--- src/hdl/adder_pkg.sv ---
// adder lane parameters, operation codes and vector types
`default_nettype none

package adder_pkg;

	// datapath and storage sizes
	localparam int XLEN = 64;
	localparam int PRF_DEPTH = 64;
	localparam int ISSUE_DP = 4;

	// register value or operand
	typedef logic [XLEN-1:0] xdata_t;

	// physical register index
	typedef logic [$clog2(PRF_DEPTH)-1:0] preg_t;

	// issue buffer slot index
	typedef logic [$clog2(ISSUE_DP)-1:0] slot_t;

	// decoded add-type operation
	typedef logic [2:0] adder_op_t;

	localparam adder_op_t OP_LUI = 3'd0;
	localparam adder_op_t OP_AUIPC = 3'd1;
	localparam adder_op_t OP_ADDI = 3'd2;
	localparam adder_op_t OP_ADDIW = 3'd3;
	localparam adder_op_t OP_ADD = 3'd4;
	localparam adder_op_t OP_ADDW = 3'd5;
	localparam adder_op_t OP_SUB = 3'd6;
	localparam adder_op_t OP_SUBW = 3'd7;

endpackage

`default_nettype wire

--- src/hdl/adder_if.sv ---
// interfaces issue_buf_if, exeparam_if and regread_if
`timescale 1ns/1ps
`default_nettype none

interface issue_buf_if import adder_pkg::*; ();
	logic [ISSUE_DP-1:0] malloc;
	adder_op_t op [ISSUE_DP];
	xdata_t pc [ISSUE_DP];
	xdata_t imm [ISSUE_DP];
	preg_t rd [ISSUE_DP];
	preg_t rs1 [ISSUE_DP];
	preg_t rs2 [ISSUE_DP];
	logic pop;
	slot_t pop_index;

	modport buffer (output malloc, op, pc, imm, rd, rs1, rs2, input pop, pop_index);
	modport issue (input malloc, op, pc, imm, rd, rs1, rs2, output pop, pop_index);
endinterface

// no ready since the adder always accepts
interface exeparam_if import adder_pkg::*; ();
	logic valid;
	logic fun_sub;
	logic is32;
	preg_t rd;
	xdata_t op1;
	xdata_t op2;

	modport issue (output valid, fun_sub, is32, rd, op1, op2);
	modport execute (input valid, fun_sub, is32, rd, op1, op2);
endinterface

interface regread_if import adder_pkg::*; ();
	preg_t rs1 [ISSUE_DP];
	preg_t rs2 [ISSUE_DP];
	xdata_t rs1_data [ISSUE_DP];
	xdata_t rs2_data [ISSUE_DP];
	logic [ISSUE_DP-1:0] rs1_ready;
	logic [ISSUE_DP-1:0] rs2_ready;

	modport issue (output rs1, rs2, input rs1_data, rs2_data, rs1_ready, rs2_ready);
	modport regfile (input rs1, rs2, output rs1_data, rs2_data, rs1_ready, rs2_ready);
endinterface

`default_nettype wire

--- src/hdl/adder_issue.sv ---
// adder issue stage with RAW check, operand select, lowest-index pick
// and the execute parameter register
`timescale 1ns/1ps
`default_nettype none

module adder_issue import adder_pkg::*; (
	input logic CLK,
	input logic arst_n,

	issue_buf_if.issue ibuf,
	regread_if.issue rread,
	exeparam_if.issue exe
);

	logic [ISSUE_DP-1:0] raw_ok;
	logic [ISSUE_DP-1:0] clear_raw;
	logic [ISSUE_DP-1:0] sub_sel;
	logic [ISSUE_DP-1:0] is32_sel;
	xdata_t op1_sel [ISSUE_DP];
	xdata_t op2_sel [ISSUE_DP];
	logic pick_any;
	slot_t pick_idx;

	// source indices of every slot go to the register file
	always_comb begin
		for (int i = 0; i < ISSUE_DP; i++) begin
			rread.rs1[i] = ibuf.rs1[i];
			rread.rs2[i] = ibuf.rs2[i];
		end
	end

	// per slot decode with register forms as default
	always_comb begin
		for (int i = 0; i < ISSUE_DP; i++) begin
			op1_sel[i] = rread.rs1_data[i];
			op2_sel[i] = rread.rs2_data[i];
			sub_sel[i] = 1'b0;
			is32_sel[i] = 1'b0;
			raw_ok[i] = rread.rs1_ready[i] & rread.rs2_ready[i];
			case (ibuf.op[i])
				OP_LUI: begin
					op1_sel[i] = '0;
					op2_sel[i] = ibuf.imm[i];
					raw_ok[i] = 1'b1;
				end
				OP_AUIPC: begin
					op1_sel[i] = ibuf.pc[i];
					op2_sel[i] = ibuf.imm[i];
					raw_ok[i] = 1'b1;
				end
				OP_ADDI: begin
					op2_sel[i] = ibuf.imm[i];
					raw_ok[i] = rread.rs1_ready[i];
				end
				OP_ADDIW: begin
					op2_sel[i] = ibuf.imm[i];
					raw_ok[i] = rread.rs1_ready[i];
					is32_sel[i] = 1'b1;
				end
				OP_ADD: begin
				end
				OP_ADDW: begin
					is32_sel[i] = 1'b1;
				end
				OP_SUB: begin
					sub_sel[i] = 1'b1;
				end
				OP_SUBW: begin
					sub_sel[i] = 1'b1;
					is32_sel[i] = 1'b1;
				end
			endcase
		end
	end

	assign clear_raw = ibuf.malloc & raw_ok;

	// lowest index wins
	always_comb begin
		pick_any = 1'b0;
		pick_idx = '0;
		for (int i = ISSUE_DP - 1; i >= 0; i--) begin
			if (clear_raw[i]) begin
				pick_any = 1'b1;
				pick_idx = slot_t'(i);
			end
		end
	end

	assign ibuf.pop = pick_any;
	assign ibuf.pop_index = pick_idx;

	always_ff @(posedge CLK or negedge arst_n) begin
		if (!arst_n) begin
			exe.valid <= 1'b0;
		end else begin
			exe.valid <= pick_any;
		end
	end

	// parameters hold when nothing issues
	always_ff @(posedge CLK) begin
		if (pick_any) begin
			exe.fun_sub <= sub_sel[pick_idx];
			exe.is32 <= is32_sel[pick_idx];
			exe.rd <= ibuf.rd[pick_idx];
			exe.op1 <= op1_sel[pick_idx];
			exe.op2 <= op2_sel[pick_idx];
		end
	end

endmodule

`default_nettype wire

--- src/flat_wrapper.sv ---
// flat-port wrapper written by rule: the top's interface ports become plain ports
module adder_issue_flat import adder_pkg::*;
  (CLK, arst_n, ibuf_malloc, ibuf_op, ibuf_pc, ibuf_imm, ibuf_rd, ibuf_rs1, ibuf_rs2, ibuf_pop, ibuf_pop_index, rread_rs1, rread_rs2, rread_rs1_data, rread_rs2_data, rread_rs1_ready, rread_rs2_ready, exe_valid, exe_fun_sub, exe_is32, exe_rd, exe_op1, exe_op2);
  issue_buf_if ibuf_i ();
  regread_if rread_i ();
  exeparam_if exe_i ();
  input logic CLK;
  input logic arst_n;
  input wire logic [$bits(ibuf_i.malloc)-1:0] ibuf_malloc;
  input wire logic [$bits(ibuf_i.op)-1:0] ibuf_op;
  input wire logic [$bits(ibuf_i.pc)-1:0] ibuf_pc;
  input wire logic [$bits(ibuf_i.imm)-1:0] ibuf_imm;
  input wire logic [$bits(ibuf_i.rd)-1:0] ibuf_rd;
  input wire logic [$bits(ibuf_i.rs1)-1:0] ibuf_rs1;
  input wire logic [$bits(ibuf_i.rs2)-1:0] ibuf_rs2;
  output wire logic [$bits(ibuf_i.pop)-1:0] ibuf_pop;
  output wire logic [$bits(ibuf_i.pop_index)-1:0] ibuf_pop_index;
  output wire logic [$bits(rread_i.rs1)-1:0] rread_rs1;
  output wire logic [$bits(rread_i.rs2)-1:0] rread_rs2;
  input wire logic [$bits(rread_i.rs1_data)-1:0] rread_rs1_data;
  input wire logic [$bits(rread_i.rs2_data)-1:0] rread_rs2_data;
  input wire logic [$bits(rread_i.rs1_ready)-1:0] rread_rs1_ready;
  input wire logic [$bits(rread_i.rs2_ready)-1:0] rread_rs2_ready;
  output wire logic [$bits(exe_i.valid)-1:0] exe_valid;
  output wire logic [$bits(exe_i.fun_sub)-1:0] exe_fun_sub;
  output wire logic [$bits(exe_i.is32)-1:0] exe_is32;
  output wire logic [$bits(exe_i.rd)-1:0] exe_rd;
  output wire logic [$bits(exe_i.op1)-1:0] exe_op1;
  output wire logic [$bits(exe_i.op2)-1:0] exe_op2;
  assign ibuf_i.malloc = ibuf_malloc;
  assign ibuf_i.op = {>>{ibuf_op}};
  assign ibuf_i.pc = {>>{ibuf_pc}};
  assign ibuf_i.imm = {>>{ibuf_imm}};
  assign ibuf_i.rd = {>>{ibuf_rd}};
  assign ibuf_i.rs1 = {>>{ibuf_rs1}};
  assign ibuf_i.rs2 = {>>{ibuf_rs2}};
  assign ibuf_pop = ibuf_i.pop;
  assign ibuf_pop_index = ibuf_i.pop_index;
  assign rread_rs1 = {>>{rread_i.rs1}};
  assign rread_rs2 = {>>{rread_i.rs2}};
  assign rread_i.rs1_data = {>>{rread_rs1_data}};
  assign rread_i.rs2_data = {>>{rread_rs2_data}};
  assign rread_i.rs1_ready = rread_rs1_ready;
  assign rread_i.rs2_ready = rread_rs2_ready;
  assign exe_valid = exe_i.valid;
  assign exe_fun_sub = exe_i.fun_sub;
  assign exe_is32 = exe_i.is32;
  assign exe_rd = exe_i.rd;
  assign exe_op1 = exe_i.op1;
  assign exe_op2 = exe_i.op2;
  adder_issue u_core (.CLK(CLK), .arst_n(arst_n), .ibuf(ibuf_i), .rread(rread_i), .exe(exe_i));
endmodule
--- config.mk ---
export PLATFORM = sky130hd
export DESIGN_NAME = adder_issue_flat
export DESIGN_NICKNAME = d
export VERILOG_FILES = /design/src/hdl/adder_pkg.sv /design/src/hdl/adder_if.sv /design/src/hdl/adder_issue.sv /design/src/flat_wrapper.sv
export SDC_FILE = /design/constraint.sdc
export NUM_CORES = 1
export LEC_CHECK = 0
export ABC_AREA = 1
export BUFFER_PORTS_ARGS = -buffer_cell sky130_fd_sc_hd__buf_2
export CAP_MARGIN = 10
export CORE_AREA = 5 5 514 516
export DETAILED_ROUTE_END_ITERATION = 6
export DIE_AREA = 0 0 519 521
export PLACE_DENSITY = 0.3
export SLEW_MARGIN = 20
export SYNTH_ARGS = -nofsm -noshare
export SYNTH_HDL_FRONTEND = slang
export SYNTH_SLANG_ARGS = --single-unit
--- constraint.sdc ---
create_clock -name CLK -period 6.5 [get_ports CLK]
set_clock_uncertainty 0.15 [all_clocks]
set_input_delay 1.3 -clock CLK [delete_from_list [all_inputs] [get_ports CLK]]
set_output_delay 1.3 -clock CLK [all_outputs]
set_load 0.05 [all_outputs]
==> results_tabular.tex <==
\begin{tabular}{lr}
\hline
Metric & Value \\
\hline
\multicolumn{2}{l}{\textbf{Outcome}} \\
\quad Status & finished, final reports clean \\
\multicolumn{2}{l}{\textbf{Route}} \\
\quad Avg WL per Cell & $\sim$26 um \\
\quad DRC Markers & 0 \\
\quad Total via count after detailed routing & approximately 24000 \\
\quad Vias per cell & about 3.3 \\
\quad Overall routed net length & 185000 um \\
\quad Pre-antenna DRT Iters & 5 \\
\quad Violation count after the first detailed-route iteration & 1588 \\
\quad Remaining number of nets flagged by the antenna check after routing & 0 \\
\multicolumn{2}{l}{\textbf{CTS}} \\
\quad Clock sinks & approximately 140 \\
\quad Post-cts hold buffer count & 0 \\
\quad Number of buffers between clock root and the deepest sink & 2 \\
\quad CTS root buffer & sky130\_fd\_sc\_hd\_\_clkbuf\_16 \\
\quad H-tree depth reported by CTS & 4 \\
\quad TritonCTS Buffers & 17 \\
\quad Number of setup buffers added after CTS & 0 \\
\quad CTS clk-pin slew, worst paths & roughly 70 ps \\
\quad CTS tree & built \\
\quad Resized cells post-CTS & 0 \\
\multicolumn{2}{l}{\textbf{Global routing}} \\
\quad Largest net degree at the start of global routing & about 100 \\
\quad Initial antenna violation count & approximately 150 \\
\quad GRT Residual Overflow & 0 \\
\quad Vias in the first global route & 24500 \\
\quad Global-route wire length before repair & around 240000 um \\
\quad Overall fraction of global-route tracks in use & 0.131 \\
\multicolumn{2}{l}{\textbf{Floorplanning}} \\
\quad Chip Width & roughly 520 um \\
\quad Number of ports placed on the die boundary & 1310 \\
\quad Vertical die dimension & around 520 um \\
\quad Rows & between 150 and 200 \\
\quad Area enclosed by the die boundary & roughly 270000 um2 \\
\quad Starting density of the core & 0.0652 \\
\quad Core footprint & 259000 um2 \\
\multicolumn{2}{l}{\textbf{Pwr}} \\
\quad Static Leak & between 0.01 and 0.015 uW \\
\quad Tot Pwr & 5250 uW \\
\quad Pwr dens & 194 nW/um2 \\
\quad Worst-case vdd ir drop & around 0.22 mV \\
\multicolumn{2}{l}{\textbf{Place}} \\
\quad Input/output buffers & 1213 \\
\quad Detailed placer's ending HPWL & around 150000 um \\
\quad Routability Congestion & 0.950 \\
\multicolumn{2}{l}{\textbf{STA}} \\
\quad Number of max-slew violations in the final report & 0 \\
\quad Final number of setup-violating endpoints & 0 \\
\quad Max\_slew headroom & 0.410 \\
\quad Post-route fraction of the period consumed by the critical path & 0.727 \\
\quad Clock period minus worst slack & 4720 ps \\
\quad Worst Hold Margin & 392 ps \\
\quad Slew at the pin with the worst max-slew slack & between 800 and 900 ps \\
\quad Final count of hold timing violations & 0 \\
\quad Maximum clock rate & 0.212 GHz \\
\quad Unrepaired setup endpoints after global routing & no \\
\quad Sum of negative setup slack & 0 ps \\
\multicolumn{2}{l}{\textbf{Cells and area}} \\
\quad Number of filler cells placed in the layout & slightly above 30000 \\
\quad Leading cell type in the layout, fill and taps excluded & sky130\_fd\_sc\_hd\_\_buf\_2 \\
\quad Commonest cells after routing, fill and taps aside & sky130\_fd\_sc\_hd\_\_buf\_2, sky130\_fd\_sc\_hd\_\_nand2\_1, sky130\_fd\_sc\_hd\_\_nand3\_1 \\
\quad Area growth from synthesis to layout & 60.9\% \\
\quad Proportion of layout cells with a drive suffix above 1 & 0.354 \\
\quad Final core occ & 0.105 \\
\quad Final Net Count & a little under 5000 \\
\multicolumn{2}{l}{\textbf{Setup path}} \\
\quad Critical setup path kind & in -> out \\
\quad Critical-path top delay cell & sky130\_fd\_sc\_hd\_\_nand2\_4 \\
\quad Data required time of the worst path & a little over 5000 ps \\
\quad Number of buffers and inverters on the critical path & 4 \\
\quad CP top delay family & simple AND/OR/NAND/NOR gates \\
\quad Kind of start point of the critical path & primary input \\
\quad CP Max Fanout & 25 \\
\quad List of cells traversed by the critical path & buf\_4 > inv\_2 > nand2\_4 > nand2\_1 > nand2\_1 > nand2\_1 > nand2\_4 > nand2\_4 > inv\_1 > buf\_2 \\
\quad CP endpoint kind & primary output \\
\quad Data arrival time of the critical path & 3270 ps \\
\quad Max incr delay on CP & between 300 and 400 ps \\
\multicolumn{2}{l}{\textbf{Synth}} \\
\quad Synthesized instance count & 2725 \\
\quad Synthesized area divided by synthesized cell count & 6.19 um2 \\
\quad Count of cell types in the netlist & 18 \\
\quad Seq cells post-synth & approximately 140 \\
\quad Combined area of all synthesized cells & approximately 17000 um2 \\
\quad Post-synthesis net count & around 3800 \\
\quad Proportion of synthesized chip area in sequential cells & 0.244 \\
\quad Number of warning messages in the yosys log & 0 \\
\multicolumn{2}{l}{\textbf{Worst hold path}} \\
\quad Path class of the lowest-slack min-delay path & in -> async \\
\multicolumn{2}{l}{\textbf{Flow run}} \\
\quad Max-cap violations & 0 \\
\hline
\end{tabular}
[final timing paths]
kind                       slack, ps                            to  cells after the start     startpoint
max in group asynchronous       5730    u_core.exe.valid$_DFF_PN0_                      1         arst_n
min in group CLK                1000  u_core.exe.op2[44]$_DFFE_PP_                      5  ibuf_imm[236]
setup / recovery                1780             ibuf_pop_index[0]                     10     ibuf_op[5]
hold / removal                   390    u_core.exe.valid$_DFF_PN0_                      1         arst_n
[metrics by stage]
step | cells | cell area, um2 | setup WS, ps
2_1_floorplan | 2725 | 16900 | 1390
3_3_place_gp | 7118 | 26500 | 1540
3_5_place_dp | 7118 | 26500 | 1610
4_1_cts | 7150 | 27100 | 1600
5_1_grt | 7156 | 27100 | 1570
6_report | 7181 | 27100 | 1780
[synthesized netlist by cell type]
cell type / number / area share
sky130_fd_sc_hd__buf_1: 14 / 0.0031
sky130_fd_sc_hd__edfxtp_1: 136 / 0.24
sky130_fd_sc_hd__nand2_2: 1 / 0.00037
sky130_fd_sc_hd__buf_6: 2 / 0.0013
sky130_fd_sc_hd__buf_4: 58 / 0.026
sky130_fd_sc_hd__nor2_4: 2 / 0.0013
sky130_fd_sc_hd__inv_1: 289 / 0.064
sky130_fd_sc_hd__buf_2: 133 / 0.039
sky130_fd_sc_hd__a21oi_2: 2 / 0.0010
sky130_fd_sc_hd__nand2_4: 1 / 0.00067
sky130_fd_sc_hd__nand2_1: 945 / 0.21
sky130_fd_sc_hd__clkbuf_1: 75 / 0.017
sky130_fd_sc_hd__nor2_1: 2 / 0.00045
sky130_fd_sc_hd__mux2i_1: 256 / 0.15
sky130_fd_sc_hd__inv_2: 6 / 0.0013
sky130_fd_sc_hd__nor2_2: 2 / 0.00074
sky130_fd_sc_hd__nand3_1: 800 / 0.24
sky130_fd_sc_hd__dfrtp_1: 1 / 0.0015
[state kept, by name, summed over array words and instances (netlist names)]
signal              cells
u_core.exe.rd           6
u_core.exe.is32         1
u_core.exe.fun_sub      1
u_core.exe.valid        1
u_core.exe.op2         64
u_core.exe.op1         64
[cell families after synthesis]
group	count (synthesis)	share of synthesized area
simple gates	1753	0.451
buf+inv	577	0.152
mux	256	0.152
flops	137	0.244
compound gates	2	0.00104
[report_power, final]
part	total (uW)	internal [uW]	switching [uW]
clock network	1160	538	626
logic	2760	739	2020
registers	1330	1240	85.2
[metal layers]
metal / part of all wire / track usage / up-vias
met2: 0.51 / 0.242 / 1244
met1: 0.38 / 0.143 / 11100
li1: - / - / 10900
met5: 0.0025 / 0 / -
met4: 0.031 / 0.0366 / 76
met3: 0.078 / 0.0408 / 341
[area by class of cell]
type,instances,area [um2],share of cell area
multi-input combinational,2011,10300,0.378
tap,3402,4260,0.157
inverter,295,1110,0.0410
antenna,31,77.6,0.00286
timing repair buffer,1273,6750,0.249
clock inverter,14,139,0.00512
sequential,137,4110,0.151
clock buffer,18,429,0.0158
Note: power is estimated with default switching activity, not from simulation.
