--- src/hdl/adder_pkg.sv ---
// adder lane parameters, operation codes and vector types
`default_nettype none

package adder_pkg;

	// datapath and storage sizes
	localparam int XLEN = 64;
	localparam int PRF_DEPTH = 64;
	localparam int ISSUE_DP = 4;

	// register value or operand
	typedef logic [XLEN-1:0] xdata_t;

	// physical register index
	typedef logic [$clog2(PRF_DEPTH)-1:0] preg_t;

	// issue buffer slot index
	typedef logic [$clog2(ISSUE_DP)-1:0] slot_t;

	// decoded add-type operation
	typedef logic [2:0] adder_op_t;

	localparam adder_op_t OP_LUI = 3'd0;
	localparam adder_op_t OP_AUIPC = 3'd1;
	localparam adder_op_t OP_ADDI = 3'd2;
	localparam adder_op_t OP_ADDIW = 3'd3;
	localparam adder_op_t OP_ADD = 3'd4;
	localparam adder_op_t OP_ADDW = 3'd5;
	localparam adder_op_t OP_SUB = 3'd6;
	localparam adder_op_t OP_SUBW = 3'd7;

endpackage

`default_nettype wire

--- src/hdl/adder_if.sv ---
// interfaces issue_buf_if, exeparam_if and regread_if
`timescale 1ns/1ps
`default_nettype none


// no ready since the adder always accepts
interface exeparam_if import adder_pkg::*; ();
	logic valid;
	logic fun_sub;
	logic is32;
	preg_t rd;
	xdata_t op1;
	xdata_t op2;

	modport issue (output valid, fun_sub, is32, rd, op1, op2);
	modport execute (input valid, fun_sub, is32, rd, op1, op2);
endinterface


`default_nettype wire

--- src/hdl/adder_execute.sv ---
// adder execute stage with word sign extension and writeback register
`timescale 1ns/1ps
`default_nettype none

module adder_execute import adder_pkg::*; (
	input logic CLK,
	input logic arst_n,

	exeparam_if.execute exe,

	output logic wb_valid,
	output preg_t wb_rd,
	output xdata_t wb_data
);

	xdata_t sum;
	xdata_t result;

	assign sum = exe.fun_sub ? (exe.op1 - exe.op2) : (exe.op1 + exe.op2);

	// W forms keep the low word and extend its sign
	assign result = exe.is32 ? {{(XLEN - 32){sum[31]}}, sum[31:0]} : sum;

	always_ff @(posedge CLK or negedge arst_n) begin
		if (!arst_n) begin
			wb_valid <= 1'b0;
		end else begin
			wb_valid <= exe.valid;
		end
	end

	always_ff @(posedge CLK) begin
		if (exe.valid) begin
			wb_rd <= exe.rd;
			wb_data <= result;
		end
	end

endmodule

`default_nettype wire

--- src/flat_wrapper.sv ---
// flat-port wrapper written by rule: the top's interface ports become plain ports
module adder_execute_flat import adder_pkg::*;
  (CLK, arst_n, wb_valid, wb_rd, wb_data, exe_valid, exe_fun_sub, exe_is32, exe_rd, exe_op1, exe_op2);
  exeparam_if exe_i ();
  input logic CLK;
  input logic arst_n;
  output logic wb_valid;
  output preg_t wb_rd;
  output xdata_t wb_data;
  input wire logic [$bits(exe_i.valid)-1:0] exe_valid;
  input wire logic [$bits(exe_i.fun_sub)-1:0] exe_fun_sub;
  input wire logic [$bits(exe_i.is32)-1:0] exe_is32;
  input wire logic [$bits(exe_i.rd)-1:0] exe_rd;
  input wire logic [$bits(exe_i.op1)-1:0] exe_op1;
  input wire logic [$bits(exe_i.op2)-1:0] exe_op2;
  assign exe_i.valid = exe_valid;
  assign exe_i.fun_sub = exe_fun_sub;
  assign exe_i.is32 = exe_is32;
  assign exe_i.rd = exe_rd;
  assign exe_i.op1 = exe_op1;
  assign exe_i.op2 = exe_op2;
  adder_execute u_core (.CLK(CLK), .arst_n(arst_n), .exe(exe_i), .wb_valid(wb_valid), .wb_rd(wb_rd), .wb_data(wb_data));
endmodule
--- config.mk ---
export PLATFORM = sky130hd
export DESIGN_NAME = adder_execute_flat
export DESIGN_NICKNAME = d
export VERILOG_FILES = /design/src/hdl/adder_pkg.sv /design/src/hdl/adder_if.sv /design/src/hdl/adder_execute.sv /design/src/flat_wrapper.sv
export SDC_FILE = /design/constraint.sdc
export NUM_CORES = 1
export LEC_CHECK = 0
export BUFFER_PORTS_ARGS = -buffer_cell sky130_fd_sc_hd__buf_2
export CAP_MARGIN = 15
export CORE_MARGIN = 2
export CORE_UTILIZATION = 35
export DETAILED_ROUTE_END_ITERATION = 8
export GPL_ROUTABILITY_DRIVEN = 0
export PLACE_DENSITY = 0.6
export SETUP_SLACK_MARGIN = 0.3
export SLEW_MARGIN = 20
export SYNTH_ARGS = -nofsm -noshare
export SYNTH_HDL_FRONTEND = slang
export SYNTH_SLANG_ARGS = --single-unit
export TNS_END_PERCENT = 30
--- constraint.sdc ---
create_clock -name CLK -period 0.8 [get_ports CLK]
set_input_delay 0 -clock CLK [delete_from_list [all_inputs] [get_ports CLK]]
set_output_delay 0 -clock CLK [all_outputs]
set_load 0.01 [all_outputs]
==> results of run 1 <==
[per-layer routing]
metal  vias up  track usage
met5         -            0
met4         4        0.109
met3        87       0.0433
met2       333        0.393
met1      4184        0.309
li1       4401            -
[flip-flops by register name (all words and copies together), names as in the netlist]
name,count
u_core.wb_data,64
u_core.wb_rd,6
u_core.wb_valid,1
[stage by stage]
step	util	setup TNS, ps	std cells
3_5_place_dp	0.539	-175520	1660
6_report	0.625	-151900	1739
4_1_cts	0.594	-146060	1708
3_3_place_gp	0.539	-172930	1660
5_1_grt	0.624	-162640	1738
2_1_floorplan	-	-146410	898
[cell type report]
type | count | area [um^2] | area share
clock buffer | 9 | 225 | 0.0172
sequential | 71 | 2130 | 0.162
inverter | 37 | 144 | 0.0110
tap | 275 | 344 | 0.0262
multi-input combinational | 740 | 6010 | 0.458
antenna | 7 | 17.5 | 0.00133
timing repair buffer | 593 | 4140 | 0.315
clock inverter | 7 | 120 | 0.00915
[cell usage after synthesis (24+ instances only)]
master and n:
inv_1 37, xnor2_1 91, ha_1 64, clkbuf_1 38, nand2_1 45, xor2_1 28, nor2_1 78, a21oi_1 112
a21o_1 24, edfxtp_1 70, o21ai_0 70, nand4_1 27
[worst paths after layout]
check / start / end / slack (ps)
min in group asynchronous: arst_n / u_core.wb_valid / -40
worst min-delay path: exe_rd[2] / u_core.wb_rd[2] / -180
max in group asynchronous: arst_n / u_core.wb_valid / 760
worst max-delay path: exe_op2[14] / u_core.wb_data[52] / -3170
[worst max-delay path, stage by stage]
cell and delay [ps]:
buf_6 90, or4_4 550, nor3_4 160, nand2_2 130, nor4_4 380, and3b_2 300
a21oi_1 90, xnor2_1 300, ha_1 330, a21oi_1 290, o21bai_1 110, a21oi_1 220
o22ai_2 100, a311oi_2 220, buf_4 190, o21ai_4 80, a31oi_1 220, xor2_1 210
o21ai_1 90
[kinds of logic after synthesis]
| kind of cell | count (synthesis) |
|---|---|
| AO/OA/AOI/OAI | 302 |
| AND/OR/NAND/NOR | 250 |
| XOR/XNOR | 120 |
| buffers and inverters | 87 |
| flip-flops | 71 |
| adder cells (fa/ha/maj) | 65 |
| multiplexers | 3 |
[power by group]
group / internal (mW) / switching, mW / leakage (nW)
registers: 5.11 / 0.173 / 0.696
clock network: 3.06 / 1.77 / 0.166
logic: 6.25 / 6.03 / 5.12
[what timing repair did]
action                                  in CTS  in global routing
setup buffers                               30                 24
endpoints found under the hold margin        7                  7
endpoints found under the setup margin     134                134
resized for setup                          165                101
pin swaps                                  118                 85
gates cloned                                 1                  0
==> results_dict.tcl, run 1 <==
set metrics [dict create \
    ios 210 \
    grt_max_degree 31 \
    final_common_cell "buf_4" \
    hold_viol_final 7 \
    htree_levels 3 \
    drive_gt1_frac 0.548 \
    ctsRootBufferMaster "clkbuf_16" \
    port_buffers 209 \
    synthArstFlopShare 0.0141 \
    p_total_mw 22.4 \
    leakagePower_nw 5.98 \
    finalSetupViolations 134 \
    min_period_over_period 4.96 \
    wl_met3_um 1740 \
    arrival_ps 4080 \
    wl_um 28500 \
    drtAntennaViolNets 0 \
    holdWs_ps -180 \
    yosysWarningCount 0 \
    die_area_um2 22600 \
    die_h_um 150 \
    setup_ws_ps -3170 \
    cts_buffers 9 \
    clock-sinks 71 \
    relSlewSlack 0.688 \
    synth.largest_area_cell "edfxtp_1" \
    grt_pass1_wl_um 42300 \
    ctsLongestPathBuffers 2 \
    synthToLayoutAreaGrowth_pct 75.3 \
    place_hpwl_um 21900 \
    drc 0 \
    worst_pin_slew_ps 463 \
    synthMuxAreaShare 0.00434 \
    layout_common_cells "343 x buf_4, 203 x buf_2, 80 x xnor2_1" \
    whs_path_depth 1 \
    synthSimpleGateAreaFrac 0.173 \
    drt_iter0_drc 614 \
    vdd_drop_max_mv 1.22 \
    wl_per_cell_um 16.4 \
    synth_area_leaders "edfxtp_1 28%, ha_1 11%, xnor2_1 11%" \
    drv_slew 0 \
    place_area_um2 11300 \
    fin_crit_ps 3970 \
    grt_usage 0.241 \
    initial_core_util 0.356 \
    end_kind "flip-flop" \
    hold_buffers 1 \
    crit_type "input port to flip-flop" \
    place_ws_ps -3720 \
    nNetsFinal 1656 \
    ys_seq_elements 71 \
    violations "hold timing, setup timing" \
    cts_tree "yes" \
    min_path_type "input port to flip-flop" \
    synthAdderAreaFrac 0.110 \
    critical_path_required_ps 910 \
    fin_area_um2 13100 \
    synth_compound_area_frac 0.242 \
    rsz0062_at_grt "true" \
    num_vias 9009 \
    syn_nets 1102 \
    grt_pass1_vias 8455 \
    fmax_ghz 0.252 \
    antenna_found_initial 9 \
    yosys.cell_types.count 63 \
    syn-cell-area_um2 7490 \
    status "complete, but fails checks" \
    die_w_um 150 \
    grt_overflow 0 \
    top_layer "met5" \
    ys_seq_area_frac 0.284 \
    cp_max_fo 4 \
    synth_top_family_by_area "compound AO/OA/AOI/OAI gates" \
    synth_edf_count 70 \
    path_clk_slew_ps 60 \
    synth_area_per_cell_um2 8.34 \
    synth.top_cell.area_share 0.281 \
    syn_inst 898 \
    synth-xor-area-share 0.141 \
    vias_per_cell 5.18 \
    crit_path_start_kind "input port" \
    m1WireLength_um 12100 \
    drv_cap 0 \
    drtPass1Iterations 5 \
    synth_flop_cell "edfxtp_1" \
    fillers 1741 \
    route.met2.wl_um 13500 \
    p_per_area_nw_per_um2 1710 \
    rows 53 \
    coreArea_um2 21000 \
]
Note: power is estimated with default switching activity, not from simulation.
==> run 2: changes to the inputs <==
- PLACE_DENSITY: 0.6 -> unset
- SKIP_CTS_REPAIR_TIMING: unset -> 1
==> run 2 against run 1 <==
Net effect: the flow still finishes with violations (hold timing, setup timing); sequential share of layout area rose by 0.60 points; clock power hardly changed; combinational power shrank 6%; critical endpoint is now u_core.wb_data[57]; final area decreased by 3.6%.
==> results_dict.tcl, run 2 (same netlist as run 1, synthesis figures left out) <==
set metrics [dict create \
    placed_cells 1660 \
    grt_overflow 0 \
    largest_register_ffs 64 \
    p_total_mw 21.7 \
    htree_levels 3 \
    fin_setup_tns_ps -150700 \
    die_w_um 150 \
    wl_per_cell_um 16.2 \
    crit_start "exe_op2[14]" \
    crit_path_start_kind "input port" \
    min_period_over_period 5.03 \
    path_clk_slew_ps 60 \
    drt_iter0_drc 603 \
    wl_um 27700 \
    hold_viol_final 7 \
    ios 210 \
    post-route-util 0.602 \
    layout_common_cells "332 x buf_4, 202 x buf_2, 82 x xnor2_1" \
    holdWs_ps -179 \
    place_area_um2 11300 \
    cts_tree "yes" \
    status "complete, but fails checks" \
    drv_slew 0 \
    drv_cap 0 \
    port_buffers 209 \
    finalSetupViolations 134 \
    end_kind "flip-flop" \
    synthToLayoutAreaGrowth_pct 69.1 \
    drtAntennaViolNets 0 \
    ctsRootBufferMaster "clkbuf_16" \
    vdd_drop_max_mv 1.20 \
    grt_pass1_vias 8002 \
    reg_top3 "u_core.wb_data (64), u_core.wb_rd (6), u_core.wb_valid (1)" \
    setup_ws_ps -3220 \
    worst_pin_slew_ps 401 \
    drive_gt1_frac 0.519 \
    grt_max_degree 31 \
    ctsLongestPathBuffers 2 \
    nNetsFinal 1628 \
    initial_core_util 0.356 \
    antenna_found_initial 6 \
    arrival_ps 4120 \
    final_common_cell "buf_4" \
    crit_type "input port to flip-flop" \
    place_hpwl_um 21900 \
    rsz0062_at_grt "true" \
    num_vias 8741 \
    fin_area_um2 12700 \
    drc 0 \
    rows 53 \
    coreArea_um2 21000 \
    leakagePower_nw 5.80 \
    p_per_area_nw_per_um2 1710 \
    vias_per_cell 5.12 \
    grt_usage 0.227 \
    fmax_ghz 0.249 \
    violations "hold timing, setup timing" \
    fin_crit_ps 4020 \
    fillers 1825 \
    relSlewSlack 0.730 \
    die_h_um 150 \
    drtPass1Iterations 5 \
    min_path_type "input port to flip-flop" \
    grt_pass1_wl_um 39900 \
    top_register "u_core.wb_data" \
    stdcell_count 1708 \
    critical_path_required_ps 900 \
    critPathCapture "u_core.wb_data[57]" \
    cts_buffers 9 \
    cp_max_fo 6 \
    clock-sinks 71 \
    die_area_um2 22600 \
]
[run 2: cell count changes in the layout (fill, tap and decap cells not counted), moves of 3 or more]
cell / before / now
diode_2: 7 / 4
and3_4: 10 / 6
nor2_1: 63 / 70
buf_4: 343 / 332
a21oi_4: 6 / 3
nor2_2: 9 / 5
a211oi_1: 2 / 5
nor2_4: 6 / 3
buf_6: 43 / 27
o21ai_0: 14 / 22
o21ai_1: 48 / 42
and3_1: 2 / 6
a21oi_2: 38 / 41
[run 2: cell type report]
class	count	area (um^2)	area share
Antenna cell	4	10.0	0.000791
Clock buffer	9	225	0.0178
Clock inverter	7	120	0.00949
Inverter	37	144	0.0114
Multi-Input combinational cell	740	5820	0.460
Sequential cell	71	2130	0.168
Tap cell	275	344	0.0272
Timing Repair Buffer	565	3870	0.306
[run 2: routing by layer]
layer | up-vias | wire (um) | part of all wire | global-route usage
met2 | 273 | 13000 | 0.47 | 0.360
met3 | 66 | 1500 | 0.054 | 0.0409
met1 | 4057 | 12100 | 0.44 | 0.304
li1 | 4341 | - | - | -
met4 | 4 | 1090 | 0.039 | 0.0948
met5 | - | 19 | 0.00069 | 0
[run 2: how the worst min path moves through the flow]
stage                         start               to  slack [ps]  depth (start not counted)
after CTS                    arst_n  u_core.wb_valid        -590                          1
final                     exe_rd[4]  u_core.wb_rd[4]        -180                          1
after floorplan              arst_n  u_core.wb_valid        -300                          0
after detailed placement     arst_n  u_core.wb_valid        -220                          1
after global routing      exe_rd[4]  u_core.wb_rd[4]        -190                          1
after global placement       arst_n  u_core.wb_valid        -220                          1
[run 2: where the power goes]
part	switching [mW]	internal (mW)	leakage [nW]
clock network	1.78	3.06	0.166
logic	5.74	5.82	4.94
registers	0.176	5.11	0.696
[run 2: through the flow]
| step | setup WS (ps) | hold slack (ps) |
|---|---|---|
| after floorplan | -3390 | -296 |
| after global placement | -3600 | -224 |
| after detailed placement | -3720 | -225 |
| after CTS | -3360 | -594 |
| after global routing | -3400 | -194 |
| final | -3220 | -179 |
[run 2: worst max-delay path, cell delays in order]
cell	delay, ps
buf_6	90
or4_4	550
nor3_4	190
nand2_2	130
nor2_2	120
and2_4	160
and2b_2	180
buf_6	120
a21oi_2	60
xnor2_1	130
ha_1	320
buf_4	160
nand2_1	50
o21bai_1	150
and3b_1	230
a211oi_2	300
a31o_4	230
o221ai_4	130
o31a_1	380
o21bai_1	180
xnor2_1	150
o21ai_1	100
==> run 3: changes to the inputs <==
- ABC_AREA: unset -> 1
==> run 3 against run 2 <==
Net effect: final cell count increased by 61%; first-iteration DRC count increased by 67%; largest power group unchanged; global-route usage increased by 2.7 points; die area increased by 37%; flip-flop and latch count unchanged; the flow still finishes with violations (hold timing, setup timing); non-clock buffer count decreased by 22.
==> results_dict.tcl, run 3 <==
set metrics [dict create \
    grt_usage 0.254 \
    placed_cells 2704 \
    crit_slowest_cell "ha_1" \
    crit_path_start_kind "input port" \
    worst_pin_slew_ps 491 \
    crit_buf_inv 4 \
    synthTopCellsByCount "695 x nand2_1, 369 x inv_1, 212 x nor2_1" \
    place_ws_ps -2700 \
    stdcell_count 2743 \
    grt_max_degree 33 \
    coreArea_um2 28900 \
    path_clk_slew_ps 60 \
    grt_pass1_wl_um 60400 \
    synth_area_per_cell_um2 5.68 \
    fillers 2827 \
    reg_top3 "u_core.wb_data (64), u_core.wb_rd (6), u_core.wb_valid (1)" \
    drt_iter0_drc 1009 \
    synthToLayoutAreaGrowth_pct 56.6 \
    vias_per_cell 4.80 \
    status "complete, but fails checks" \
    synth_flop_cell "edfxtp_1" \
    cp_max_fo 7 \
    final_common_cell "nand2_1" \
    wl_per_cell_um 15.2 \
    arrival_ps 2920 \
    holdWs_ps -193 \
    ios 210 \
    largest_register_ffs 64 \
    wl_um 41600 \
    htree_levels 3 \
    top_register "u_core.wb_data" \
    syn_inst 1814 \
    drtAntennaViolNets 0 \
    violations "hold timing, setup timing" \
    cts_buffers 9 \
    syn-cell-area_um2 10300 \
    end_kind "flip-flop" \
    crit_family "simple AND/OR/NAND/NOR gates" \
    grt_overflow 0 \
    finalSetupViolations 134 \
    yosysWarningCount 0 \
    synth.largest_area_cell "nand2_1" \
    fin_crit_ps 2820 \
    ys_seq_elements 71 \
    drc 0 \
    drive_gt1_frac 0.377 \
    synth.top_cell.area_share 0.253 \
    relSlewSlack 0.668 \
    fin_setup_tns_ps -111020 \
    clock-sinks 71 \
    die_w_um 176 \
    fmax_ghz 0.355 \
    drv_slew 0 \
    rsz0062_at_grt "true" \
    min_period_over_period 3.52 \
    hold_viol_final 10 \
    crit_type "input port to flip-flop" \
    grt_pass1_vias 12200 \
    nNetsFinal 2558 \
    fin_area_um2 16100 \
    antenna_cells 0 \
    ctsRootBufferMaster "clkbuf_16" \
    die_area_um2 30800 \
    syn_nets 2018 \
    min_path_type "input port to flip-flop" \
    yosys.cell_types.count 38 \
    die_h_um 176 \
    synth_area_leaders "nand2_1 25%, edfxtp_1 20%, inv_1 13%" \
    vdd_drop_max_mv 0.930 \
    num_vias 13200 \
    synth_edf_count 70 \
    cts_tree "yes" \
    p_total_mw 22.3 \
    synth_most_common_cell "nand2_1" \
    rows 62 \
    initial_core_util 0.357 \
    ys_seq_area_frac 0.206 \
    place_area_um2 14200 \
    port_buffers 209 \
    post-route-util 0.559 \
    critical_path_required_ps 900 \
    ctsLongestPathBuffers 2 \
    synthArstFlopShare 0.0141 \
    path_common_cell "nand2_2" \
    antenna_found_initial 0 \
    drv_cap 0 \
    cpPeakStageDelay_ps 390 \
    place_hpwl_um 34300 \
    leakagePower_nw 8.74 \
    p_per_area_nw_per_um2 1380 \
    setup_ws_ps -2020 \
    layout_common_cells "602 x nand2_1, 351 x inv_1, 316 x buf_4" \
    drtPass1Iterations 5 \
]
==> run 3: changes by cell type after synthesis, sizes merged, moves of 13 or more <==
cell    previous run  this run
a31oi             23         2
nor2b             13         0
nand2             46       710
nor2              78       219
xnor2             92        12
a21o              24         0
o21bai            19         4
inv               37       372
nand3b             0        16
nand3             10        83
o21ai             76        41
xor2              28        79
a21oi            112        67
clkbuf            38        10
==> run 3: cell families (layout without fill, tap and decap cells) <==
group,Yosys count,in the layout,synth area share
flip-flops,71,71,0.206
AND/OR/NAND/NOR,1082,1082,0.429
XOR/XNOR,91,91,0.0792
buffers and inverters,386,931,0.143
adder cells (fa/ha/maj),65,65,0.0797
AO/OA/AOI/OAI,119,119,0.0629
==> run 3: cell type report <==
class / instances / area [um^2] / share of cell area
repair buffers: 543 / 3760 / 0.233
flip-flops and latches: 71 / 2130 / 0.132
inverters: 372 / 1420 / 0.0880
clock inverters: 6 / 61.3 / 0.00380
clock buffers: 10 / 229 / 0.0142
well taps: 384 / 480 / 0.0298
multi-input cells: 1357 / 8060 / 0.500
==> run 3: path summary, 6_finish.rpt <==
kind | endpoint | cells past startpoint | startpoint | slack, ps
worst max-delay path | u_core.wb_data[37] | 25 | exe_op2[6] | -2020
worst min-delay path | u_core.wb_rd[4] | 1 | exe_rd[4] | -190
max in group asynchronous | u_core.wb_valid | 2 | arst_n | 780
min in group asynchronous | u_core.wb_valid | 2 | arst_n | -60
==> run 3: routing by layer <==
metal | vias up | GRT usage | part of all wire
met5 | - | 0 | 0
met4 | 0 | 0.0968 | 0.043
met3 | 95 | 0.0240 | 0.066
met2 | 507 | 0.422 | 0.46
met1 | 5947 | 0.342 | 0.43
li1 | 6629 | - | -
==> run 3: power breakdown <==
| part | internal [mW] | switching, mW |
|---|---|---|
| Sequential | 5.07 | 0.196 |
| Clock | 2.40 | 1.72 |
| Combinational | 5.54 | 7.40 |
| Total | 13.0 | 9.32 |
