`src/hdl/adder_pkg.sv`:
```
// adder lane parameters, operation codes and vector types
`default_nettype none

package adder_pkg;

	// datapath and storage sizes
	localparam int XLEN = 64;
	localparam int PRF_DEPTH = 64;
	localparam int ISSUE_DP = 4;

	// register value or operand
	typedef logic [XLEN-1:0] xdata_t;

	// physical register index
	typedef logic [$clog2(PRF_DEPTH)-1:0] preg_t;

	// issue buffer slot index
	typedef logic [$clog2(ISSUE_DP)-1:0] slot_t;

	// decoded add-type operation
	typedef logic [2:0] adder_op_t;

	localparam adder_op_t OP_LUI = 3'd0;
	localparam adder_op_t OP_AUIPC = 3'd1;
	localparam adder_op_t OP_ADDI = 3'd2;
	localparam adder_op_t OP_ADDIW = 3'd3;
	localparam adder_op_t OP_ADD = 3'd4;
	localparam adder_op_t OP_ADDW = 3'd5;
	localparam adder_op_t OP_SUB = 3'd6;
	localparam adder_op_t OP_SUBW = 3'd7;

endpackage

`default_nettype wire

```
`src/hdl/adder_if.sv`:
```
// interfaces issue_buf_if, exeparam_if and regread_if
`timescale 1ns/1ps
`default_nettype none

interface issue_buf_if import adder_pkg::*; ();
	logic [ISSUE_DP-1:0] malloc;
	adder_op_t op [ISSUE_DP];
	xdata_t pc [ISSUE_DP];
	xdata_t imm [ISSUE_DP];
	preg_t rd [ISSUE_DP];
	preg_t rs1 [ISSUE_DP];
	preg_t rs2 [ISSUE_DP];
	logic pop;
	slot_t pop_index;

	modport buffer (output malloc, op, pc, imm, rd, rs1, rs2, input pop, pop_index);
	modport issue (input malloc, op, pc, imm, rd, rs1, rs2, output pop, pop_index);
endinterface


`default_nettype wire

```
`src/hdl/issue_buffer.sv`:
```
// issue buffer slots with lowest-free allocation and pop by index
`timescale 1ns/1ps
`default_nettype none

module issue_buffer import adder_pkg::*; (
	input logic CLK,
	input logic arst_n,

	input logic disp_valid,
	input adder_op_t disp_op,
	input xdata_t disp_pc,
	input xdata_t disp_imm,
	input preg_t disp_rd,
	input preg_t disp_rs1,
	input preg_t disp_rs2,
	output logic disp_ready,

	issue_buf_if.buffer ibuf
);

	logic free_found;
	slot_t free_idx;
	logic disp_fire;

	// lowest free slot
	always_comb begin
		free_found = 1'b0;
		free_idx = '0;
		for (int i = ISSUE_DP - 1; i >= 0; i--) begin
			if (!ibuf.malloc[i]) begin
				free_found = 1'b1;
				free_idx = slot_t'(i);
			end
		end
	end

	assign disp_ready = free_found;
	assign disp_fire = disp_valid & free_found;

	// a freed slot is only reused from the next cycle on
	always_ff @(posedge CLK or negedge arst_n) begin
		if (!arst_n) begin
			ibuf.malloc <= '0;
		end else begin
			if (ibuf.pop) begin
				ibuf.malloc[ibuf.pop_index] <= 1'b0;
			end
			if (disp_fire) begin
				ibuf.malloc[free_idx] <= 1'b1;
			end
		end
	end

	always_ff @(posedge CLK) begin
		if (disp_fire) begin
			ibuf.op[free_idx] <= disp_op;
			ibuf.pc[free_idx] <= disp_pc;
			ibuf.imm[free_idx] <= disp_imm;
			ibuf.rd[free_idx] <= disp_rd;
			ibuf.rs1[free_idx] <= disp_rs1;
			ibuf.rs2[free_idx] <= disp_rs2;
		end
	end

endmodule

`default_nettype wire

```
`src/flat_wrapper.sv`:
```
// flat-port wrapper written by rule: the top's interface ports become plain ports
module issue_buffer_flat import adder_pkg::*;
  (CLK, arst_n, disp_valid, disp_op, disp_pc, disp_imm, disp_rd, disp_rs1, disp_rs2, disp_ready, ibuf_malloc, ibuf_op, ibuf_pc, ibuf_imm, ibuf_rd, ibuf_rs1, ibuf_rs2, ibuf_pop, ibuf_pop_index);
  issue_buf_if ibuf_i ();
  input logic CLK;
  input logic arst_n;
  input logic disp_valid;
  input adder_op_t disp_op;
  input xdata_t disp_pc;
  input xdata_t disp_imm;
  input preg_t disp_rd;
  input preg_t disp_rs1;
  input preg_t disp_rs2;
  output logic disp_ready;
  output wire logic [$bits(ibuf_i.malloc)-1:0] ibuf_malloc;
  output wire logic [$bits(ibuf_i.op)-1:0] ibuf_op;
  output wire logic [$bits(ibuf_i.pc)-1:0] ibuf_pc;
  output wire logic [$bits(ibuf_i.imm)-1:0] ibuf_imm;
  output wire logic [$bits(ibuf_i.rd)-1:0] ibuf_rd;
  output wire logic [$bits(ibuf_i.rs1)-1:0] ibuf_rs1;
  output wire logic [$bits(ibuf_i.rs2)-1:0] ibuf_rs2;
  input wire logic [$bits(ibuf_i.pop)-1:0] ibuf_pop;
  input wire logic [$bits(ibuf_i.pop_index)-1:0] ibuf_pop_index;
  assign ibuf_malloc = ibuf_i.malloc;
  assign ibuf_op = {>>{ibuf_i.op}};
  assign ibuf_pc = {>>{ibuf_i.pc}};
  assign ibuf_imm = {>>{ibuf_i.imm}};
  assign ibuf_rd = {>>{ibuf_i.rd}};
  assign ibuf_rs1 = {>>{ibuf_i.rs1}};
  assign ibuf_rs2 = {>>{ibuf_i.rs2}};
  assign ibuf_i.pop = ibuf_pop;
  assign ibuf_i.pop_index = ibuf_pop_index;
  issue_buffer u_core (.CLK(CLK), .arst_n(arst_n), .disp_valid(disp_valid), .disp_op(disp_op), .disp_pc(disp_pc), .disp_imm(disp_imm), .disp_rd(disp_rd), .disp_rs1(disp_rs1), .disp_rs2(disp_rs2), .disp_ready(disp_ready), .ibuf(ibuf_i));
endmodule
```
`config.mk`:
```
export PLATFORM = sky130hd
export DESIGN_NAME = issue_buffer_flat
export DESIGN_NICKNAME = d
export VERILOG_FILES = /design/src/hdl/adder_pkg.sv /design/src/hdl/adder_if.sv /design/src/hdl/issue_buffer.sv /design/src/flat_wrapper.sv
export SDC_FILE = /design/constraint.sdc
export NUM_CORES = 1
export LEC_CHECK = 0
export BUFFER_PORTS_ARGS = -buffer_cell sky130_fd_sc_hd__buf_2
export CORE_AREA = 10 10 289 291
export CTS_BUF_LIST = sky130_fd_sc_hd__clkbuf_8 sky130_fd_sc_hd__clkbuf_16
export CTS_CLUSTER_DIAMETER = 150
export DETAILED_ROUTE_END_ITERATION = 6
export DIE_AREA = 0 0 299 301
export PLACE_DENSITY = 0.45
export SLEW_MARGIN = 20
export SYNTH_ARGS = -nofsm -noshare
export SYNTH_HDL_FRONTEND = slang
export SYNTH_SLANG_ARGS = --single-unit
export TNS_END_PERCENT = 20
```
`constraint.sdc`:
```
create_clock -name CLK -period 17.25 [get_ports CLK]
set_input_delay 1.725 -clock CLK [delete_from_list [all_inputs] [get_ports CLK]]
set_output_delay 1.725 -clock CLK [all_outputs]
set_load 0.05 [all_outputs]
```
==> results of run 1 <==
-- sequential cells by signal, indices dropped and copies added, names as in the netlist --
name,flops
u_core.ibuf.imm,256
u_core.ibuf.pc,256
u_core.ibuf.rd,24
u_core.ibuf.rs1,24
u_core.ibuf.rs2,24
u_core.ibuf.op,12
u_core.ibuf.malloc,4
-- worst paths after layout --
check / endpoint / slack (ps) / depth (start not counted)
worst max-delay path: u_core.ibuf.op[11]$_DFFE_PP_ / 13770 / 3
worst min-delay path: u_core.ibuf.malloc[3]$_DFF_PN0_ / 550 / 1
worst max register to register: u_core.ibuf.imm[14]$_DFFE_PP_ / 14410 / 4
worst min register to register: u_core.ibuf.malloc[3]$_DFF_PN0_ / 550 / 1
max in group asynchronous: u_core.ibuf.malloc[1]$_DFF_PN0_ / 16180 / 1
min in group asynchronous: u_core.ibuf.malloc[3]$_DFF_PN0_ / 930 / 1
-- cells in the final DEF, fill, tap and decap left out, types with 2 or more instances in the layout --
cell type / netlist / routed
diode_2: 0 / 4
buf_4: 1 / 12
clkinv_1: 0 / 9
inv_1: 1 / 19
nand3_1: 2 / 2
clkbuf_8: 0 / 3
clkinv_2: 0 / 10
edfxtp_1: 596 / 596
inv_6: 0 / 3
dfrtp_1: 4 / 4
bufinv_16: 0 / 3
buf_2: 0 / 755
a31oi_1: 3 / 3
clkbuf_16: 0 / 63
nor2_4: 0 / 2
-- report_power, final --
| part | switching [mW] | internal, mW |
|---|---|---|
| Clock | 0.525 | 0.711 |
| Sequential | 0.0249 | 1.72 |
| Combinational | 0.421 | 0.0725 |
-- through the flow --
stage	std cells	area [um^2]	power, mW	util
6_report	2538	25200	3.47	0.326
5_1_grt	2537	25200	3.60	0.326
4_1_cts	2534	25200	3.53	0.326
3_5_place_dp	2425	23300	2.28	0.301
3_3_place_gp	2425	23300	2.28	0.301
2_1_floorplan	619	18100	2.13	-
-- final cells by class --
type	instances	area share
Antenna cell	4	0.000397
Clock buffer	66	0.0642
Sequential cell	600	0.714
Multi-Input combinational cell	17	0.00536
Tap cell	1040	0.0516
Timing Repair Buffer	767	0.154
Clock inverter	43	0.0106
Inverter	1	0.000149
-- routing by layer --
metal / vias to the layer above / track usage
li1: 4202 / -
met1: 4710 / 0.118
met2: 459 / 0.210
met3: 85 / 0.0490
met4: 4 / 0.0388
met5: - / 0
-- worst register-to-register path: cells and delay by family, from the launching register on --
family / cells / cell delay [ps]
buffers and inverters: 2 / 1170
DFF: 1 / 550
and+or+nand+nor: 2 / 670
-- kinds of logic (layout without fill, tap and decap cells) --
logic type	after synthesis	in the layout
simple gates	11	11
compound gates	6	6
other cells	0	4
flops	600	600
buf+inv	2	877
==> out/qor.log, run 1 <==
qor: status.outcome completed
qor: sta.grt_setup_unrepaired false
qor: global_route.grt_pass1_wl 77.2 mm
qor: critical_path.regToRegStartpoint u_core.ibuf.malloc[0]$_DFF_PN0_
qor: pwr.power.leakage 9.57 nW
qor: yosys.syn-mean-instance-area 29.3 um^2
qor: global_route.grt_use_total 0.116
qor: yosys.ys_seq_elements 600
qor: route.detail_route.wirelength 55.7 mm
qor: critical_path.timing.critical_path.slowest_cell_delay 850 ps
qor: yosys.number_of_synthesized_flops_with_an_enable_pin 596
qor: route.dr.max_layer_used met5
qor: yosys.adder_and_majority_gate_portion_of_the_synthesized_area 0
qor: global_route.globalRoute.totalOverflow 0
qor: floorplanning.top_level_ports 756
qor: sta.final_max_slew_viol_count 0
qor: cts.clkSinkCount 600
qor: critical_path.crit_path_max_fanout 63
qor: critical_path.critPathLaunch disp_valid
qor: critical_path.worst_setup_path_start_kind input port
qor: route.remaining_drc_errors 0
qor: floorplanning.initial_utilization 0.234
qor: route.route.layer.met1.wl 19.1 mm
qor: route.drtIter0Drc 399
qor: yosys.synth.top_cell.area_share 0.988
qor: critical_path.end_kind flip-flop
qor: place.routability_cong 0.801
qor: yosys.yosys-mux-area-fraction 0
qor: yosys.synthesized_netlist_net_count 774
qor: sta.fmax 287 MHz
qor: floorplanning.std_cell_rows 102
qor: floorplanning.core 77300 um^2
qor: cts.h-tree-depth 2
qor: global_route.grt_start_max_net_pins 64
qor: route.drt_pass1_iterations 4
qor: floorplanning.die_h 301 um
qor: place.detailed_place_hpwl 41.3 mm
qor: sta.final-hold-violation-count 0
qor: cts.worstSkewPairLatency 610 ps
qor: yosys.synth_commonest_cells edfxtp_1 (596), dfrtp_1 (4), a31oi_1 (3), nor2_1 (3)
qor: yosys.synth.most_common_cell edfxtp_1
qor: sta.finalSetupViolations 0
qor: cells_and_area.finish.net_count 1603
qor: cts.cts.clk_slew.worst_paths 60 ps
qor: sta.fin_setup_tns 0 ps
qor: cts.cts_root_buf clkbuf_16
qor: route.detailroute.wirelength.met2 29.8 mm
qor: critical_path.wp_data_required 17470 ps
qor: cells_and_area.area_growth 39.1%
qor: yosys.ys_async_sr_fraction 0.00667
qor: yosys.synthXorXnorAreaFrac 0
qor: yosys.dominant_combinational_cell_family_by_area_after_synthesis simple AND/OR/NAND/NOR gates
qor: pwr.vdd_drop_max 0.0000875 V
qor: cts.tritoncts_clock_tree done
qor: route.wl_per_cell 21.9 um
qor: critical_path.critical-path-top-delay-family buffers and inverters
qor: cts.post_cts.repair.setup_buffers 0
qor: yosys.synth.yosys.seq_area_share 0.994
qor: yosys.synth_compound_gate_area_share 0.00228
qor: route.routed_via_density 3.73
qor: yosys.ys_warn_count 0
qor: worst_hold_path.hold_path.startpoint u_core.ibuf.malloc[3]$_DFF_PN0_
qor: place.place_worst_setup_slack 13060 ps
qor: global_route.first_global_vias 10300
qor: yosys.synth_area_leaders edfxtp_1 (99%), dfrtp_1 (0.55%), a31oi_1 (0.10%), nor2b_1 (0.069%), nor3b_2 (0.069%)
qor: cells_and_area.final-seq-area 18000 um^2
qor: floorplanning.die_area 90000 um^2
qor: sta.worst_clock_skew 13.9 ps
qor: critical_path.worst_setup_path_type input port to flip-flop
qor: yosys.synthDistinctLibCells 15
qor: place.placement.io_buffers 755
qor: cts.hold_buffers 0
qor: yosys.synthDominantAreaCellType edfxtp_1
qor: critical_path.buf_inv_stages_crit_path 2
qor: route.via_count 9460
qor: yosys.post_synth_instance_area 18100 um^2
qor: sta.fin_crit_sh 0.202
qor: sta.finalWorstPathRequiredPeriod 3480 ps
qor: yosys.ys_dominant_reg_cell edfxtp_1
qor: route.dr_wl_met3 5.35 mm
qor: critical_path.cp_data_arrival_time 3700 ps
qor: pwr.pwr_per_cell_area 138 nW/um^2
qor: sta.worst_slew_margin_rel 0.266
qor: cts.cts_made_buffers 61
qor: cts.cts-resized-gates 0
qor: route.drtAntennaViolNets 0
qor: cells_and_area.fill_cells 7610
qor: cells_and_area.drive_above_1_share 0.572
qor: floorplanning.die-width 299 um
qor: sta.tightestPinTransition 1100 ps
qor: yosys.yosys.area_share.simple 0.00359
qor: global_route.grt_antenna_before_repair 6
qor: run.timing.max_cap.violations 0
qor: sta.timing.hold.ws 551 ps
qor: critical_path.path_cells buf_2, nor2b_4, buf_4
qor: yosys.post_synth_inst_count 619
qor: cells_and_area.multiInputGateArea 135 um^2
qor: critical_path.timing.critical_path.slowest_stage_cell buf_4
qor: sta.fin_ws 13770 ps
qor: cts.max_root_sink_buffers 3
qor: worst_hold_path.holdCritPathClass flip-flop to flip-flop
Note: power is estimated with default switching activity, not from simulation.
==> inputs of run 2 (changes only) <==
--- a/config.mk
+++ b/config.mk
@@ -5,13 +5,14 @@
 export SDC_FILE = /design/constraint.sdc
 export NUM_CORES = 1
 export LEC_CHECK = 0
+export ABC_AREA = 1
 export BUFFER_PORTS_ARGS = -buffer_cell sky130_fd_sc_hd__buf_2
-export CORE_AREA = 10 10 289 291
+export CORE_AREA = 10 10 287 289
 export CTS_BUF_LIST = sky130_fd_sc_hd__clkbuf_8 sky130_fd_sc_hd__clkbuf_16
 export CTS_CLUSTER_DIAMETER = 150
 export DETAILED_ROUTE_END_ITERATION = 6
-export DIE_AREA = 0 0 299 301
-export PLACE_DENSITY = 0.45
+export DIE_AREA = 0 0 297 299
+export PLACE_DENSITY = 0.47
 export SLEW_MARGIN = 20
 export SYNTH_ARGS = -nofsm -noshare
 export SYNTH_HDL_FRONTEND = slang
==> constraint.sdc (replaced) <==
create_clock -name CLK -period 3.2 [get_ports CLK]
set_input_delay 0.32 -clock CLK [delete_from_list [all_inputs] [get_ports CLK]]
set_output_delay 0.32 -clock CLK [all_outputs]
set_load 0.05 [all_outputs]
==> run 2 against run 1 <==
Sequential cell count unchanged; count of clock-buffer cells in the layout down 5; via count up 8.8%; cell count up 7.0%; critical path depth up 1; first-iteration DRC count up 1.8%; sequential power rose to 6.2 times the previous value; worst setup slack worse by 13000 ps; synthesized area about the same; critical endpoint is now u_core.ibuf.pc[66]$_DFFE_PP_; largest cell class unchanged.
==> out/qor.log, run 2 <==
qor: status.outcome completed [unchanged]
qor: place.dpl.cell_count 2450 [was 2425]
qor: critical_path.worst_setup_path_type flip-flop to flip-flop [was input port to flip-flop]
qor: yosys.ys_seq_elements 600 [unchanged]
qor: yosys.post_synth_instance_area 18100 um^2 [about the same]
qor: global_route.grt_pass1_wl 81.2 mm [was 77.2 mm]
qor: yosys.synthDistinctLibCells 7 [was 15]
qor: critical_path.end_kind flip-flop [unchanged]
qor: run.timing.max_cap.violations 0 [unchanged]
qor: critical_path.cp_data_arrival_time 2260 ps [was 3700 ps]
qor: cells_and_area.final_common_cell buf_2 [unchanged]
qor: sta.final_max_slew_viol_count 0 [unchanged]
qor: cts.cts_made_buffers 60 [was 61]
qor: cells_and_area.stdcell_area 27000 um^2 [was 25200 um^2]
qor: place.placement.io_buffers 755 [unchanged]
qor: cells_and_area.drive_above_1_share 0.522 [was 0.572]
qor: route.detail_route.wirelength 56.7 mm [was 55.7 mm]
qor: cts.h-tree-depth 2 [unchanged]
qor: cts.cts.clk_slew.worst_paths 60 ps [about the same]
qor: floorplanning.core 76700 um^2 [was 77300 um^2]
qor: pwr.power.leakage 10.3 nW [was 9.57 nW]
qor: global_route.met3_usage 0.0514 [was 0.0490]
qor: route.wl_per_cell 20.9 um [was 21.9 um]
qor: cells_and_area.antenna_cells 0 [was 4]
qor: critical_path.wp_data_required 3430 ps [was 17470 ps]
qor: route.drtIter0Drc 406 [was 399]
qor: place.detailed_place_hpwl 42.0 mm [was 41.3 mm]
qor: floorplanning.initial_utilization 0.236 [was 0.234]
qor: cells_and_area.most_frequent_cells_in_the_layout buf_2 (755), edfxtp_1 (596), dlygate4sd3_1 (153), clkbuf_16 (61), clkinv_1 (16) [was buf_2 (755), edfxtp_1 (596), clkbuf_16 (63), inv_1 (19), buf_4 (12)]
qor: global_route.grt_use_total 0.121 [was 0.116]
qor: cts.cts-resized-gates 0 [unchanged]
qor: sta.fin_crit_sh 0.633
qor: sta.finalWorstPathRequiredPeriod 2030 ps
qor: yosys.synth.top_cell.area_share 0.987 [was 0.988]
qor: worst_hold_path.worstHoldPathCells 4 [was 1]
qor: global_route.globalRoute.totalOverflow 0 [unchanged]
qor: global_route.grt_start_max_net_pins 75 [was 64]
qor: yosys.ys_warn_count 0 [unchanged]
qor: sta.fmax 494 MHz
qor: floorplanning.top_level_ports 756 [unchanged]
qor: global_route.grt_antenna_before_repair 4 [was 6]
qor: route.remaining_drc_errors 0 [unchanged]
qor: yosys.number_of_synthesized_flops_with_an_enable_pin 596 [unchanged]
qor: sta.tightestPinTransition 692 ps [was 1100 ps]
qor: sta.worst_clock_skew 8.10 ps [was 13.9 ps]
qor: yosys.syn-mean-instance-area 28.7 um^2 [was 29.3 um^2]
qor: route.drtAntennaViolNets 0 [unchanged]
qor: place.placement.cell_area 23500 um^2 [was 23300 um^2]
qor: yosys.ys_async_sr_fraction 0.00667 [unchanged]
qor: yosys.ys_dominant_reg_cell edfxtp_1 [unchanged]
qor: floorplanning.die-width 297 um [was 299 um]
qor: sta.worst_slew_margin_rel 0.539 [was 0.266]
qor: worst_hold_path.holdCritPathClass input port to flip-flop [was flip-flop to flip-flop]
qor: cells_and_area.final-seq-area 18000 um^2 [about the same]
qor: cts.clkSinkCount 600 [unchanged]
qor: cts.cts_root_buf clkbuf_16 [unchanged]
qor: cts.max_root_sink_buffers 3 [unchanged]
qor: route.drt_pass1_iterations 4 [unchanged]
qor: cts.tritoncts_clock_tree done [unchanged]
qor: cells_and_area.finish.net_count 1780 [was 1603]
qor: yosys.post_synth_inst_count 632 [was 619]
qor: pwr.vdd_drop_max 0.000620 V [was 0.0000875 V]
qor: cells_and_area.fill_cells 7277 [was 7610]
qor: place.routability_cong 0.807 [was 0.801]
qor: floorplanning.die_h 299 um [was 301 um]
qor: global_route.busiest_layer met2 [unchanged]
qor: pwr.pwr_per_cell_area 930 nW/um^2 [was 138 nW/um^2]
qor: yosys.synth_area_leaders edfxtp_1 (99%), dfrtp_1 (0.55%), nand2_1 (0.27%), inv_1 (0.21%), nand3_1 (0.11%) [was edfxtp_1 (99%), dfrtp_1 (0.55%), a31oi_1 (0.10%), nor2b_1 (0.069%), nor3b_2 (0.069%)]
qor: cells_and_area.area_growth 49.0% [was 39.1%]
qor: global_route.globalRouteMet2Util 0.215 [was 0.210]
qor: sta.finalSetupViolations 0 [unchanged]
qor: cts.post_cts.repair.setup_buffers 0 [unchanged]
qor: sta.final-hold-violation-count 0 [unchanged]
qor: critical_path.crit_path_max_fanout 74 [was 63]
qor: global_route.first_global_vias 11400 [was 10300]
qor: yosys.synthesized_netlist_net_count 787 [was 774]
qor: route.via_count 10300 [was 9460]
qor: sta.grt_setup_unrepaired false [unchanged]
qor: cells_and_area.reg_top3 u_core.ibuf.imm x256, u_core.ibuf.pc x256 [unchanged]
qor: yosys.synth.yosys.seq_area_share 0.993 [was 0.994]
qor: route.routed_via_density 3.79 [was 3.73]
qor: sta.fin_setup_tns 0 ps [unchanged]
qor: floorplanning.std_cell_rows 102 [unchanged]
qor: cells_and_area.multiInputGateArea 95.1 um^2 [was 135 um^2]
qor: yosys.synthDominantAreaCellType edfxtp_1 [unchanged]
qor: floorplanning.die_area 88800 um^2 [was 90000 um^2]
qor: yosys.synth_commonest_cells edfxtp_1 (596), nand2_1 (13), inv_1 (10) [was edfxtp_1 (596), dfrtp_1 (4), a31oi_1 (3), nor2_1 (3)]
qor: critical_path.timing.reg2reg.worst_path_depth 4 [unchanged]
qor: critical_path.worst_setup_path_start_kind flip-flop [was input port]
qor: yosys.synth.most_common_cell edfxtp_1 [unchanged]
qor: cts.worstSkewPairLatency 610 ps [about the same]
qor: cells_and_area.layout.cells.non_filler 2715 [was 2538]
qor: global_route.grt.met1_usage 0.124 [was 0.118]
-- run 2: cell count changes after synthesis, sizes merged --
cell and delta:
a31oi -3, a41oi -1, nand2b -1, buf -1, inv +9, nand4 +1, nand2 +12, nor2b -2
o2bb2ai -1, nand3 +2, nor3b -1, a21oi -1
-- run 2: cell families after synthesis --
logic type	share of synthesized area
flip-flops	0.993
AND/OR/NAND/NOR	0.00511
buffers and inverters	0.00207
-- run 2: final cells by class --
class | instances | area share
well taps | 1040 | 0.0482
inverters | 10 | 0.00195
clock inverters | 51 | 0.0150
flip-flops and latches | 600 | 0.667
clock buffers | 61 | 0.0565
multi-input cells | 22 | 0.00352
repair buffers | 931 | 0.208
-- run 2: metal layers --
metal | vias up | share of wire | wire [um]
met5 | - | 0.00039 | 22
met4 | 6 | 0.036 | 2050
met3 | 125 | 0.099 | 5600
met2 | 517 | 0.52 | 29300
met1 | 5084 | 0.35 | 19800
li1 | 4560 | - | -
-- run 2: worst max-delay path, stage by stage (launching register included) --
cell        delay [ps]
dfrtp_2            420
inv_1               80
nand4_1            180
clkinvlp_4         380
buf_12             320
-- run 2: path summary, 6_finish.rpt --
check | startpoint | endpoint | slack (ps)
max in group asynchronous | arst_n | u_core.ibuf.malloc[2]$_DFF_PN0_ | 2430
hold / removal | ibuf_pop_index[0] | u_core.ibuf.malloc[3]$_DFF_PN0_ | 60
setup reg to reg | u_core.ibuf.malloc[2]$_DFF_PN0_ | u_core.ibuf.pc[66]$_DFFE_PP_ | 1170
min in group asynchronous | arst_n | u_core.ibuf.malloc[0]$_DFF_PN0_ | 600
hold reg to reg | u_core.ibuf.malloc[2]$_DFF_PN0_ | u_core.ibuf.malloc[2]$_DFF_PN0_ | 530
setup / recovery | u_core.ibuf.malloc[2]$_DFF_PN0_ | u_core.ibuf.pc[66]$_DFFE_PP_ | 1170
-- run 2: timing repair --
action	CTS	global route
hold endpoints to repair	602	0
hold buffers	153	0
endpoints found under the setup margin	0	0
-- run 2: per-stage QoR --
| stage | util | power, mW | hold WS (ps) | setup WS (ps) |
|---|---|---|---|---|
| after floorplan | - | 16.2 | 24.4 | -202 |
| after global placement | 0.307 | 18.4 | 123 | 1300 |
| after detailed placement | 0.307 | 18.4 | 125 | 1200 |
| after CTS | 0.352 | 25.5 | 9.43 | 1200 |
| after global routing | 0.352 | 26.0 | 44.4 | 1110 |
| final | 0.352 | 25.1 | 59.0 | 1170 |
-- run 2: where the power goes --
part / internal [mW] / switching, mW / total [mW]
sequential: 10.4 / 0.398 / 10.8
clock: 3.93 / 2.90 / 6.84
combinational: 1.23 / 6.20 / 7.43
